===== src/verilog/trap_pkg.sv =====
package trap_pkg;

  ////////////////////////////////////////////////////////////
  // Encodings
  ////////////////////////////////////////////////////////////

  // Synchronous exception codes as written to mcause[4:0]
  typedef enum logic [4:0] {
    INSTR_FAULT     = 5'd1,
    ILLEGAL_INSN    = 5'd2,
    BREAKPOINT      = 5'd3,
    ECALL_MMODE     = 5'd11,
    INSTR_BUS_FAULT = 5'd24
  } exc_cause_e;

  // Protection unit result attached to each fetched instruction
  typedef enum logic [1:0] {
    MPU_OK,
    MPU_RE_FAULT,
    MPU_EXEC_FAULT
  } mpu_status_e;

  // Machine trap CSR addresses reachable through the write port
  typedef enum logic [11:0] {
    CSR_MSTATUS = 12'h300,
    CSR_MIE     = 12'h304,
    CSR_MTVEC   = 12'h305,
    CSR_MEPC    = 12'h341,
    CSR_MCAUSE  = 12'h342
  } csr_addr_e;

  // Trap controller FSM
  typedef enum logic [1:0] {
    CTRL_RUN,
    CTRL_TRAP,
    CTRL_MRET
  } ctrl_state_e;

  ////////////////////////////////////////////////////////////
  // Structs
  ////////////////////////////////////////////////////////////

  // Instruction leaving the writeback stage
  typedef struct packed {
    logic        instr_valid;
    logic [31:0] pc;
    logic        bus_err;
    mpu_status_e mpu_status;
    logic        illegal_insn;
    logic        ecall_insn;
    logic        ebrk_insn;
    logic        mret_insn;
  } ex_wb_pipe_t;

  // Architectural trap CSR state, mtvec[1:0] reads as zero
  typedef struct packed {
    logic        mstatus_mie;
    logic        mstatus_mpie;
    logic [31:0] mie_q;
    logic [31:0] mtvec;
    logic [31:0] mepc;
    logic [31:0] mcause;
  } csr_state_t;

  // Save or restore request, valid for the single cycle after acceptance
  typedef struct packed {
    logic        save_cause;
    logic        is_irq;
    logic [4:0]  cause;
    logic [31:0] epc;
    logic        restore;
  } trap_save_t;

  // Five exception mepc checks plus the interrupt enable check
  localparam int unsigned MON_ERR_W = 6;

endpackage


===== src/verilog/trap_ctrl.sv =====
`timescale 1ns/100ps

module trap_ctrl #(
  parameter int unsigned NUM_IRQ = 16
) (
  input  logic                  clk,
  input  logic                  rst_ni,

  // Writeback stage
  input  trap_pkg::ex_wb_pipe_t wb_i,
  input  logic                  kill_wb_i,

  // Interrupt levels
  input  logic [NUM_IRQ-1:0]    irq_i,

  // CSR view
  input  trap_pkg::csr_state_t  csr_state_i,
  input  logic [31:0]           mie_bypass_i,

  // Redirect and CSR update
  output trap_pkg::trap_save_t  save_o,
  output logic                  pc_set_o,
  output logic [31:0]           pc_o
);

  trap_pkg::ctrl_state_e state_q;
  trap_pkg::ctrl_state_e state_d;
  logic                  wb_live;
  logic                  exc_take;
  logic [4:0]            exc_cause;
  logic [NUM_IRQ-1:0]    irq_pend;
  logic [4:0]            irq_id;
  logic                  irq_take;
  logic                  mret_take;
  logic [31:0]           last_pc_q;
  logic [31:0]           tvec_base;
  trap_pkg::trap_save_t  save_d;
  logic                  pc_set_d;
  logic [31:0]           pc_d;

  // Instruction counts only when retiring outside the flush cycle
  assign wb_live = wb_i.instr_valid && !kill_wb_i && (state_q == trap_pkg::CTRL_RUN);

  // Vectored base, low mode bits never used
  assign tvec_base = {csr_state_i.mtvec[31:2], 2'b00};

  ////////////////////////////////////////////////////////////
  // Exception priority
  ////////////////////////////////////////////////////////////

  always_comb begin
    exc_take  = 1'b1;
    exc_cause = '0;
    // Fetch side faults first, then decode, then system instructions
    if (wb_i.mpu_status != trap_pkg::MPU_OK) begin
      exc_cause = trap_pkg::INSTR_FAULT;
    end else if (wb_i.bus_err) begin
      exc_cause = trap_pkg::INSTR_BUS_FAULT;
    end else if (wb_i.illegal_insn) begin
      exc_cause = trap_pkg::ILLEGAL_INSN;
    end else if (wb_i.ecall_insn) begin
      exc_cause = trap_pkg::ECALL_MMODE;
    end else if (wb_i.ebrk_insn) begin
      exc_cause = trap_pkg::BREAKPOINT;
    end else begin
      exc_take = 1'b0;
    end
    if (!wb_live) begin
      exc_take = 1'b0;
    end
  end

  ////////////////////////////////////////////////////////////
  // Interrupt selection
  ////////////////////////////////////////////////////////////

  // Bypassed mie so a disable written this cycle already masks the line
  assign irq_pend = irq_i & mie_bypass_i[NUM_IRQ-1:0];

  // Highest numbered pending line wins
  always_comb begin
    irq_id = '0;
    for (int i = 0; i < NUM_IRQ; i++) begin
      if (irq_pend[i]) begin
        irq_id = 5'(i);
      end
    end
  end

  assign irq_take = (state_q == trap_pkg::CTRL_RUN) && !exc_take &&
                    csr_state_i.mstatus_mie && (|irq_pend);

  assign mret_take = wb_live && wb_i.mret_insn && !exc_take && !irq_take;

  ////////////////////////////////////////////////////////////
  // Next state and redirect
  ////////////////////////////////////////////////////////////

  always_comb begin
    // TRAP and MRET last one cycle while the pipeline flushes
    state_d  = trap_pkg::CTRL_RUN;
    save_d   = '0;
    pc_set_d = 1'b0;
    pc_d     = '0;
    if (exc_take) begin
      state_d           = trap_pkg::CTRL_TRAP;
      save_d.save_cause = 1'b1;
      save_d.cause      = exc_cause;
      save_d.epc        = wb_i.pc;
      pc_set_d          = 1'b1;
      pc_d              = tvec_base;
    end else if (irq_take) begin
      state_d           = trap_pkg::CTRL_TRAP;
      save_d.save_cause = 1'b1;
      save_d.is_irq     = 1'b1;
      save_d.cause      = irq_id;
      // No instruction in writeback, resume after the last one retired
      save_d.epc        = wb_live ? wb_i.pc : (last_pc_q + 32'd4);
      pc_set_d          = 1'b1;
      pc_d              = tvec_base + {25'd0, irq_id, 2'b00};
    end else if (mret_take) begin
      state_d        = trap_pkg::CTRL_MRET;
      save_d.restore = 1'b1;
      pc_set_d       = 1'b1;
      pc_d           = csr_state_i.mepc;
    end
  end

  always_ff @(posedge clk or negedge rst_ni) begin
    if (!rst_ni) begin
      state_q  <= trap_pkg::CTRL_RUN;
      save_o   <= '0;
      pc_set_o <= 1'b0;
    end else begin
      state_q  <= state_d;
      save_o   <= save_d;
      pc_set_o <= pc_set_d;
    end
  end

  // Target only meaningful alongside pc_set_o
  always_ff @(posedge clk) begin
    pc_o <= pc_d;
  end

  // Last retired PC for interrupts taken between instructions
  always_ff @(posedge clk or negedge rst_ni) begin
    if (!rst_ni) begin
      last_pc_q <= '0;
    end else if (wb_live) begin
      last_pc_q <= wb_i.pc;
    end
  end

endmodule


===== src/verilog/trap_csr.sv =====
`timescale 1ns/100ps

module trap_csr #(
  parameter int unsigned NUM_IRQ = 16
) (
  input  logic                 clk,
  input  logic                 rst_ni,

  // Software write port
  input  logic                 csr_we_i,
  input  trap_pkg::csr_addr_e  csr_addr_i,
  input  logic [31:0]          csr_wdata_i,

  // Trap save or mret restore from the controller
  input  trap_pkg::trap_save_t save_i,

  // Observation
  output trap_pkg::csr_state_t csr_state_o,
  output logic [31:0]          mie_bypass_o
);

  // Only implemented interrupt lines have a writable enable
  localparam logic [31:0] MIE_MASK = (NUM_IRQ >= 32) ? 32'hffff_ffff :
                                     ((32'd1 << NUM_IRQ) - 32'd1);

  trap_pkg::csr_state_t csr_q;
  trap_pkg::csr_state_t csr_d;
  logic                 hw_upd;
  logic                 sw_wr;

  // Hardware update owns the cycle and drops any software write
  assign hw_upd = save_i.save_cause || save_i.restore;
  assign sw_wr  = csr_we_i && !hw_upd;

  ////////////////////////////////////////////////////////////
  // mie bypass
  ////////////////////////////////////////////////////////////

  // Value mie takes at the coming edge
  always_comb begin
    mie_bypass_o = csr_q.mie_q;
    if (sw_wr && (csr_addr_i == trap_pkg::CSR_MIE)) begin
      mie_bypass_o = csr_wdata_i & MIE_MASK;
    end
  end

  ////////////////////////////////////////////////////////////
  // Next CSR state
  ////////////////////////////////////////////////////////////

  always_comb begin
    csr_d       = csr_q;
    csr_d.mie_q = mie_bypass_o;
    if (save_i.save_cause) begin
      // Trap entry stacks MIE and disables interrupts
      csr_d.mepc         = save_i.epc;
      csr_d.mcause       = {save_i.is_irq, 26'd0, save_i.cause};
      csr_d.mstatus_mpie = csr_q.mstatus_mie;
      csr_d.mstatus_mie  = 1'b0;
    end else if (save_i.restore) begin
      // mret pops MIE and leaves MPIE set
      csr_d.mstatus_mie  = csr_q.mstatus_mpie;
      csr_d.mstatus_mpie = 1'b1;
    end else if (sw_wr) begin
      case (csr_addr_i)
        trap_pkg::CSR_MSTATUS: begin
          // MIE in bit 3 and MPIE in bit 7
          csr_d.mstatus_mie  = csr_wdata_i[3];
          csr_d.mstatus_mpie = csr_wdata_i[7];
        end
        trap_pkg::CSR_MTVEC: begin
          csr_d.mtvec = {csr_wdata_i[31:2], 2'b00};
        end
        trap_pkg::CSR_MEPC: begin
          csr_d.mepc = csr_wdata_i;
        end
        trap_pkg::CSR_MCAUSE: begin
          csr_d.mcause = csr_wdata_i;
        end
        default: begin
          // mie handled through the bypass path
        end
      endcase
    end
  end

  ////////////////////////////////////////////////////////////
  // Registers
  ////////////////////////////////////////////////////////////

  always_ff @(posedge clk or negedge rst_ni) begin
    if (!rst_ni) begin
      csr_q              <= '0;
      // MPIE comes up set
      csr_q.mstatus_mpie <= 1'b1;
    end else begin
      csr_q <= csr_d;
    end
  end

  assign csr_state_o = csr_q;

endmodule


===== src/verilog/trap_monitor.sv =====
`timescale 1ns/100ps

module trap_monitor #(
  parameter int unsigned NUM_IRQ = 16
) (
  input  logic                           clk,
  input  logic                           rst_ni,

  // Retiring instruction as seen by the controller
  input  trap_pkg::ex_wb_pipe_t          wb_i,
  input  logic                           kill_wb_i,

  // Controller to CSR request
  input  trap_pkg::trap_save_t           save_i,

  // CSR view
  input  trap_pkg::csr_state_t           csr_state_i,
  input  logic [31:0]                    mie_bypass_i,

  // Sticky error flags
  output logic [trap_pkg::MON_ERR_W-1:0] err_o
);

  localparam int unsigned NUM_EXC = 5;

  // Error bit order illegal, ecall, ebreak, bus fault, protection fault
  localparam logic [4:0] EXC_CODE [NUM_EXC] = '{
    trap_pkg::ILLEGAL_INSN,
    trap_pkg::ECALL_MMODE,
    trap_pkg::BREAKPOINT,
    trap_pkg::INSTR_BUS_FAULT,
    trap_pkg::INSTR_FAULT
  };

  trap_pkg::ctrl_state_e             obs_state;
  logic                              retire_ok;
  logic                              mpu_flt;
  logic [NUM_EXC-1:0]                exp_hit;
  logic [NUM_EXC-1:0]                act_hit;
  logic [NUM_EXC-1:0]                exp_found_q;
  logic [NUM_EXC-1:0]                act_found_q;
  logic [NUM_EXC-1:0][31:0]          exp_pc_q;
  logic [NUM_EXC-1:0][31:0]          act_pc_q;
  logic [NUM_EXC-1:0]                mismatch;
  logic                              mie_prev_q;
  logic [31:0]                       bypass_prev_q;
  logic                              irq_bad;
  logic [trap_pkg::MON_ERR_W-1:0]    err_q;

  // Controller state rebuilt from its registered request
  assign obs_state = save_i.save_cause ? trap_pkg::CTRL_TRAP :
                     save_i.restore    ? trap_pkg::CTRL_MRET : trap_pkg::CTRL_RUN;

  assign retire_ok = wb_i.instr_valid && !kill_wb_i && (obs_state == trap_pkg::CTRL_RUN);
  assign mpu_flt   = (wb_i.mpu_status != trap_pkg::MPU_OK);

  ////////////////////////////////////////////////////////////
  // Expected side, one hit per instruction at most
  ////////////////////////////////////////////////////////////

  assign exp_hit[4] = retire_ok && mpu_flt;
  assign exp_hit[3] = retire_ok && !mpu_flt && wb_i.bus_err;
  assign exp_hit[0] = retire_ok && !mpu_flt && !wb_i.bus_err && wb_i.illegal_insn;
  assign exp_hit[1] = retire_ok && !mpu_flt && !wb_i.bus_err && !wb_i.illegal_insn &&
                      wb_i.ecall_insn;
  assign exp_hit[2] = retire_ok && !mpu_flt && !wb_i.bus_err && !wb_i.illegal_insn &&
                      !wb_i.ecall_insn && wb_i.ebrk_insn;

  ////////////////////////////////////////////////////////////
  // Per cause first occurrence latches
  ////////////////////////////////////////////////////////////

  for (genvar k = 0; k < NUM_EXC; k++) begin : g_cause
    // Actual side, exception saves only, interrupt ids can alias the codes
    assign act_hit[k] = save_i.save_cause && !save_i.is_irq &&
                        (save_i.cause == EXC_CODE[k]);

    always_ff @(posedge clk or negedge rst_ni) begin
      if (!rst_ni) begin
        exp_found_q[k] <= 1'b0;
        act_found_q[k] <= 1'b0;
      end else begin
        if (exp_hit[k]) exp_found_q[k] <= 1'b1;
        if (act_hit[k]) act_found_q[k] <= 1'b1;
      end
    end

    always_ff @(posedge clk) begin
      if (exp_hit[k] && !exp_found_q[k]) begin
        exp_pc_q[k] <= wb_i.pc;
      end
      if (act_hit[k] && !act_found_q[k]) begin
        act_pc_q[k] <= save_i.epc;
      end
    end

    assign mismatch[k] = exp_found_q[k] && act_found_q[k] && (exp_pc_q[k] != act_pc_q[k]);
  end

  ////////////////////////////////////////////////////////////
  // Interrupt enable check
  ////////////////////////////////////////////////////////////

  // Save cycle follows acceptance, so judge the enables of the cycle before
  always_ff @(posedge clk or negedge rst_ni) begin
    if (!rst_ni) begin
      mie_prev_q    <= 1'b0;
      bypass_prev_q <= '0;
    end else begin
      mie_prev_q    <= csr_state_i.mstatus_mie;
      bypass_prev_q <= mie_bypass_i;
    end
  end

  assign irq_bad = save_i.save_cause && save_i.is_irq &&
                   (!mie_prev_q || !bypass_prev_q[save_i.cause] ||
                    (32'(save_i.cause) >= NUM_IRQ));

  // Sticky until reset
  always_ff @(posedge clk or negedge rst_ni) begin
    if (!rst_ni) begin
      err_q <= '0;
    end else begin
      err_q <= err_q | {irq_bad, mismatch};
    end
  end

  assign err_o = err_q;

endmodule


===== src/verilog/trap_unit.sv =====
`timescale 1ns/100ps

module trap_unit #(
  parameter int unsigned NUM_IRQ = 16
) (
  input  logic                           clk,
  input  logic                           rst_ni,

  // Writeback stage
  input  trap_pkg::ex_wb_pipe_t          wb_i,
  input  logic                           kill_wb_i,

  // Interrupt levels
  input  logic [NUM_IRQ-1:0]             irq_i,

  // CSR write port
  input  logic                           csr_we_i,
  input  trap_pkg::csr_addr_e            csr_addr_i,
  input  logic [31:0]                    csr_wdata_i,

  // PC redirect
  output logic                           pc_set_o,
  output logic [31:0]                    pc_o,

  // Observation
  output trap_pkg::csr_state_t           csr_o,
  output logic [trap_pkg::MON_ERR_W-1:0] mon_err_o
);

  trap_pkg::trap_save_t save;
  trap_pkg::csr_state_t csr_state;
  logic [31:0]          mie_bypass;

  ////////////////////////////////////////////////////////////
  // Controller, CSRs and checker
  ////////////////////////////////////////////////////////////

  trap_ctrl #(
    .NUM_IRQ      (NUM_IRQ)
  ) i_ctrl (
    .clk          (clk),
    .rst_ni       (rst_ni),
    .wb_i         (wb_i),
    .kill_wb_i    (kill_wb_i),
    .irq_i        (irq_i),
    .csr_state_i  (csr_state),
    .mie_bypass_i (mie_bypass),
    .save_o       (save),
    .pc_set_o     (pc_set_o),
    .pc_o         (pc_o)
  );

  trap_csr #(
    .NUM_IRQ      (NUM_IRQ)
  ) i_csr (
    .clk          (clk),
    .rst_ni       (rst_ni),
    .csr_we_i     (csr_we_i),
    .csr_addr_i   (csr_addr_i),
    .csr_wdata_i  (csr_wdata_i),
    .save_i       (save),
    .csr_state_o  (csr_state),
    .mie_bypass_o (mie_bypass)
  );

  // Checks the mepc values saved against the instructions retired
  trap_monitor #(
    .NUM_IRQ      (NUM_IRQ)
  ) i_monitor (
    .clk          (clk),
    .rst_ni       (rst_ni),
    .wb_i         (wb_i),
    .kill_wb_i    (kill_wb_i),
    .save_i       (save),
    .csr_state_i  (csr_state),
    .mie_bypass_i (mie_bypass),
    .err_o        (mon_err_o)
  );

  assign csr_o = csr_state;

endmodule


===== config.mk =====
export PLATFORM = sky130hd
export DESIGN_NAME = trap_unit
export DESIGN_NICKNAME = d
export VERILOG_FILES = /design/src/verilog/trap_pkg.sv /design/src/verilog/trap_ctrl.sv /design/src/verilog/trap_csr.sv /design/src/verilog/trap_monitor.sv /design/src/verilog/trap_unit.sv
export SDC_FILE = /design/constraint.sdc
export NUM_CORES = 1
export LEC_CHECK = 0
export ABC_CLOCK_PERIOD_IN_PS = 5400
export BUFFER_PORTS_ARGS = -buffer_cell sky130_fd_sc_hd__buf_2
export CORE_MARGIN = 1
export CORE_UTILIZATION = 45
export DETAILED_ROUTE_END_ITERATION = 16
export GPL_TIMING_DRIVEN = 1
export PLACE_DENSITY_LB_ADDON = 0.2
export SKIP_CTS_REPAIR_TIMING = 1
export SKIP_LAST_GASP = 1
export SLEW_MARGIN = 20
export SYNTH_ARGS = -nofsm -noshare
export SYNTH_HDL_FRONTEND = slang
export SYNTH_SLANG_ARGS = --single-unit

===== constraint.sdc =====
create_clock -name clk -period 5.4 [get_ports clk]
set_input_delay 0.27 -clock clk [delete_from_list [all_inputs] [get_ports clk]]
set_output_delay 0.27 -clock clk [all_outputs]
set_load 0.01 [all_outputs]

---- After elaboration in Yosys (flattened, before gate mapping) ----
Index checks and enable logic that the tools add are counted.
cells by class
  $add $sub $neg .......................... 2
  magnitude comparators ................... 2
  equal/unequal tests ..................... 16
  mux-type cells .......................... 56
  bitwise logic cells ..................... 4
  reductions and logical operators ........ 85
operators by type and width
  cell                                                        count
  two-way mux 32 bit                                          6
  two-way mux 64 bit                                          3
  != test 32 bit                                              5
  equality test 12 x 10 -> 1 bit, second input constant       5
  logical AND 1 bit                                           48
  two-way mux 39 bit                                          1
  two-way mux 37 bit                                          1
  adder 32 x 3 -> 32 bit, second input constant               1
  adder 32 x 6 -> 32 bit                                      1
  two-way mux 4 bit                                           8
  two-way mux 2 bit                                           12
  logical NOT 1 bit                                           21
  two-way mux 5 bit                                           4
  bitwise AND 16 bit                                          1
  two-way mux 16 bit                                          1
  OR reduction 16 bit                                         1
  two-way mux 1 bit                                           15
  two-way mux 3 bit                                           4
  equality test 5 x 2 -> 1 bit, second input constant         2
  nonzero test 2 bit                                          4
  less-than comparator 5 x 6 -> 1 bit, second input constant  1
  bitwise OR 6 bit                                            1
  AND reduction 3 bit                                         2
  nonzero test 3 bit                                          2
  11 further kinds                                            15
word-level totals
  register bits after elaboration ......... 556
  bits of input ports ..................... 104

---- Depth between registers and ports, before layout ----
  word-level depth ........................ 24
  depth in mapped cells ................... 20
  depth with buffers taken out ............ 17

---- Hierarchy ----
From an unflattened synthesis, not the netlist that was laid out.
unflattened totals
  cell total of the unflattened synthesis .. 1637
  area, all modules ....................... 23463.8 um^2
by module, submodules not included
  module        instances  cells an instance  area each (um^2)
  trap_monitor  1          625                12592.1
  trap_csr      1          424                5547.8
  trap_ctrl     1          588                5323.9

---- Worst setup path before layout ----
No wires, ideal clock.
  kind .................................... reg2reg
  start ................................... reg, netlist name i_ctrl.state_q[0]
  end ..................................... reg i_monitor.act_pc_q[0] (netlist name), enable pin
  library setup time ...................... 0.513 ns
  data arrival time ....................... 4.316 ns
  data required time ...................... 4.887 ns
  slack ................................... 0.571 ns
  cell stages (with the launch flop) ...... 5
  buffers on the path ..................... 1
  path through ............................ dfrtp_1 -> buf_2 -> nor3b_1 -> nand2_1 -> nor4b_1
RTL lines
  what                            RTL line            text
  end signal: indexed assignment  trap_monitor.sv:93  act_pc_q[k] <= save_i.epc;
  end: declaration                trap_monitor.sv:43  logic [NUM_EXC-1:0][31:0] act_pc_q;

==> impl_results.md <==
- Status: finished, violations left
- Failing checks: negative hold slack
- Crit path capture type: flip-flop
- Via count: 15,200
- CP required: 5.90 ns
- Max Transition Viols Final: 0
- Pint: around 7.1 mW
- Switch share: 23.0%
- Post-DP HPWL: 45.8 mm
- Setup violations, final: 0
- CTS Buf Count: 57
- Most common cell after layout, fill and taps aside: edfxtp_1
- Mapped Avg Cell Area: 13.4 um^2
- Root Buffer: clkbuf_16
- Post-Route WL: 67.4 mm
- Sequential-to-total area share from yosys stat: 68.2%
- Critical Path Max Stage Delay: 0.59 ns
- FFs w/ async S/R, synth: 36.5%
- Layout cell share with drive strength beyond 1: 21.6%
- Crit-path cells: nor4b_4 -> and4_1 -> nand2_1 -> nand2_1 -> nand2_1 -> a32o_1 -> o31ai_1 -> ha_1 -> inv_1 -> fa_1 -> nor2b_1 -> o21ai_0 -> a211oi_1 -> nor3b_1 -> and3_1 -> o21ai_0 -> a221o_1
- Ys flop type: edfxtp_1
- Starting Density: 45.8%
- Gr ovfl total: 0
- CORE AREA: around 50,000 um^2
- Slowest stage cell, crit path: and4_1
- P&R area growth vs syn: 19.7%
- Fin nets: about 2,100
- CP Class: flip-flop to flip-flop
- Worst-path clk slew: around 0.06 ns
- RSZ-0062 raised after global routing: false
- Fin Hold WS: -0.0133 ns
- Post-synth EDFFs: 320
- Post-DRT Antenna Nets: 0
- MaxCap Viol Count: 0
- Clk_skew: 0.0260 ns
- Worst slew pin tran: 1.17 ns
- Largest net degree at the start of global routing: ~140
- Hold Fails Final Rpt: 3
- 1st-pass router iterations: 5
- Switch Pwr: roughly 2.1 mW
- Initial antenna violation count: 5
- CTS sink count: 554
- Die Footprint: 50,800 um^2
- Row count: 81
- Period utilization: 86.5%
- Leak Pwr: 10.4 nW
- Most frequent cell on the critical path: nand2_1
- Setup TNS Final: 0 ns
- Vias per inst: 5.61
- Worst Setup Start Kind: flip-flop
- Routed wire per std cell: 24.9 um
- Chip Width: 225 um
- WP buf/inv: 1
- Boundary pin count: 273
- Max Freq: ~0.21 GHz
- Flops & latches, synth: 554
- Cell Count, Final, Fillers Out: 2,710
- Max H-tree Level: 2
- First-pass GRT wire length: 97.4 mm
- Placed cells: 2,558
- Worst VDD drop: 0.227 mV
- Mapped Cells: approximately 1,700
- Top delay family on crit path: simple AND/OR/NAND/NOR gates
- Worst Hold Class: primary input to flip-flop
- Post-route setup slack: 0.731 ns
- Pwr Total: 9.19 mW
- Netlist cell types: 75
- DRC Markers: 0
- Iteration-0 DRC count of the detailed router: 1,308
- Max FO, Critical Path: 14
- Relative slew slack: 21.4%
- Gpl congestion: a little under 0.9
- # fillers: 4,156
- Vias in the first global route: 14,600
- Period minus WS final: 4.67 ns
- Gate power share: 4.9%
- Die height: 225 um
- Deepest clock path buffer count: 3
- Reg power frac: 51.3%
- Most frequent cells in the layout: edfxtp_1, nand2_1, buf_2
- Clock latency on the worst-skew pair: 0.62 ns
- CTS tree: yes
- Ys Warns: 0
- PwrDens: 342 nW/um^2
- Clk pwr share: 43.8%
- Global Route Usage Sum: 26.7%
- DP Worst Slack: 0.794 ns
- Cell Area, Synth: 22,400 um^2
- Worst Path Arrival: ~5.2 ns
- Port Buffers: 254
## Yosys cell counts (8+ instances only)
master / n / area share, %
nor3_1: 14 / 0.31
nand3_1: 24 / 0.54
dfxtp_1: 32 / 2.9
nand2_1: 300 / 5.0
and3_1: 15 / 0.42
mux2_2: 34 / 1.7
xnor2_1: 169 / 6.6
nor4_1: 17 / 0.47
xor2_1: 19 / 0.74
clkbuf_1: 41 / 0.69
a21oi_1: 49 / 1.1
nor2_1: 42 / 0.70
a22oi_1: 8 / 0.27
mux2i_1: 41 / 1.8
o211ai_1: 8 / 0.27
o21ai_0: 68 / 1.5
nand2b_1: 9 / 0.25
inv_1: 18 / 0.30
buf_2: 11 / 0.25
nor3b_1: 8 / 0.27
a22o_1: 10 / 0.39
nand4_1: 53 / 1.5
edfxtp_1: 320 / 43
buf_4: 18 / 0.60
o2bb2ai_1: 23 / 0.90
dfrtp_1: 201 / 22
## power groups by stage
stage	Clock, mW	Combinational (mW)	Sequential [mW]
floorplan	0	0.188	4.75
global placement	0	0.420	4.79
detailed placement	0	0.427	4.80
CTS	4.09	0.428	4.71
global route	4.26	0.490	4.73
finish	4.02	0.451	4.71
## logic make-up (layout without fill, tap and decap cells)
group | after synthesis | in the layout | share of synthesized area (%)
xor+xnor | 188 | 188 | 7.34
flops | 554 | 554 | 68.2
fa+ha+maj | 6 | 6 | 0.368
mux | 80 | 80 | 4.04
simple gates | 519 | 519 | 11.0
compound gates | 236 | 236 | 7.03
other cells | 1 | 21 | 0.0167
buf+inv | 95 | 442 | 2.02
## cell type report
| type | instances | area [um^2] | share of cell area, % |
|---|---|---|---|
| flip-flops and latches | 554 | 15300 | 57.0 |
| inverters | 19 | 71.3 | 0.265 |
| clock inverters | 40 | 445 | 1.66 |
| clock buffers | 66 | 1460 | 5.43 |
| diodes | 3 | 7.51 | 0.0279 |
| multi-input cells | 1047 | 6830 | 25.4 |
| well taps | 664 | 831 | 3.09 |
| repair buffers | 317 | 1920 | 7.14 |
## routing by layer
layer	up-vias	part of all wire [%]	wire (um)	global-route usage, %
met5	-	0	0	0
met4	0	2.4	1630	7.72
met3	100	8.4	5630	4.72
met2	714	47	31500	42.0
met1	7688	42	28600	38.0
li1	6703	-	-	-
## sequential cells by signal (all words and copies together) (netlist names)
| signal | count |
|---|---|
| i_monitor.act_found_q | 5 |
| i_monitor.mie_prev_q | 1 |
| i_monitor.err_o | 6 |
| i_monitor.exp_found_q | 5 |
| i_ctrl.pc_o | 32 |
| i_csr.csr_state_o | 96 |
| i_ctrl.save_o | 39 |
| i_ctrl.pc_set_o | 1 |
| i_ctrl.state_q | 1 |
| i_monitor.bypass_prev_q | 16 |
| i_monitor.act_pc_q | 160 |
| i_monitor.exp_pc_q | 160 |
| i_ctrl.last_pc_q | 32 |
## path summary, 6_finish.rpt
| path | from | to | slack [ns] | depth (start not counted) |
|---|---|---|---|---|
| worst max register to register | i_ctrl.save_o[0] | i_ctrl.pc_o[18] | 0.73 | 17 |
| max in group asynchronous | rst_ni | i_csr.csr_state_o[83] | 4.03 | 3 |
| worst min register to register | i_csr.csr_state_o[129] | i_monitor.mie_prev_q | 0.47 | 0 |
| worst min-delay path | csr_wdata_i[14] | i_csr.csr_state_o[14] | -0.01 | 3 |
| min in group asynchronous | rst_ni | i_monitor.err_o[3] | 0.20 | 2 |
| worst max-delay path | i_ctrl.save_o[0] | i_ctrl.pc_o[18] | 0.73 | 17 |
## per-stage QoR
stage          cell area [um^2]  utilization (%)
2_1_floorplan             22500                -
3_3_place_gp              24500             49.9
3_5_place_dp              24500             49.9
4_1_cts                   26400             53.8
5_1_grt                   26900             54.8
6_report                  26900             54.8
## worst register-to-register path: cells and delay by family, from the launching register on
family | cells | cell delay [ns]
AO/OA/AOI/OAI | 6 | 1.50
adder cells (fa/ha/maj) | 2 | 0.61
buffers and inverters | 1 | 0.07
flip-flops | 1 | 0.50
AND/OR/NAND/NOR | 8 | 1.85
Note: power is estimated with default switching activity, not from simulation.
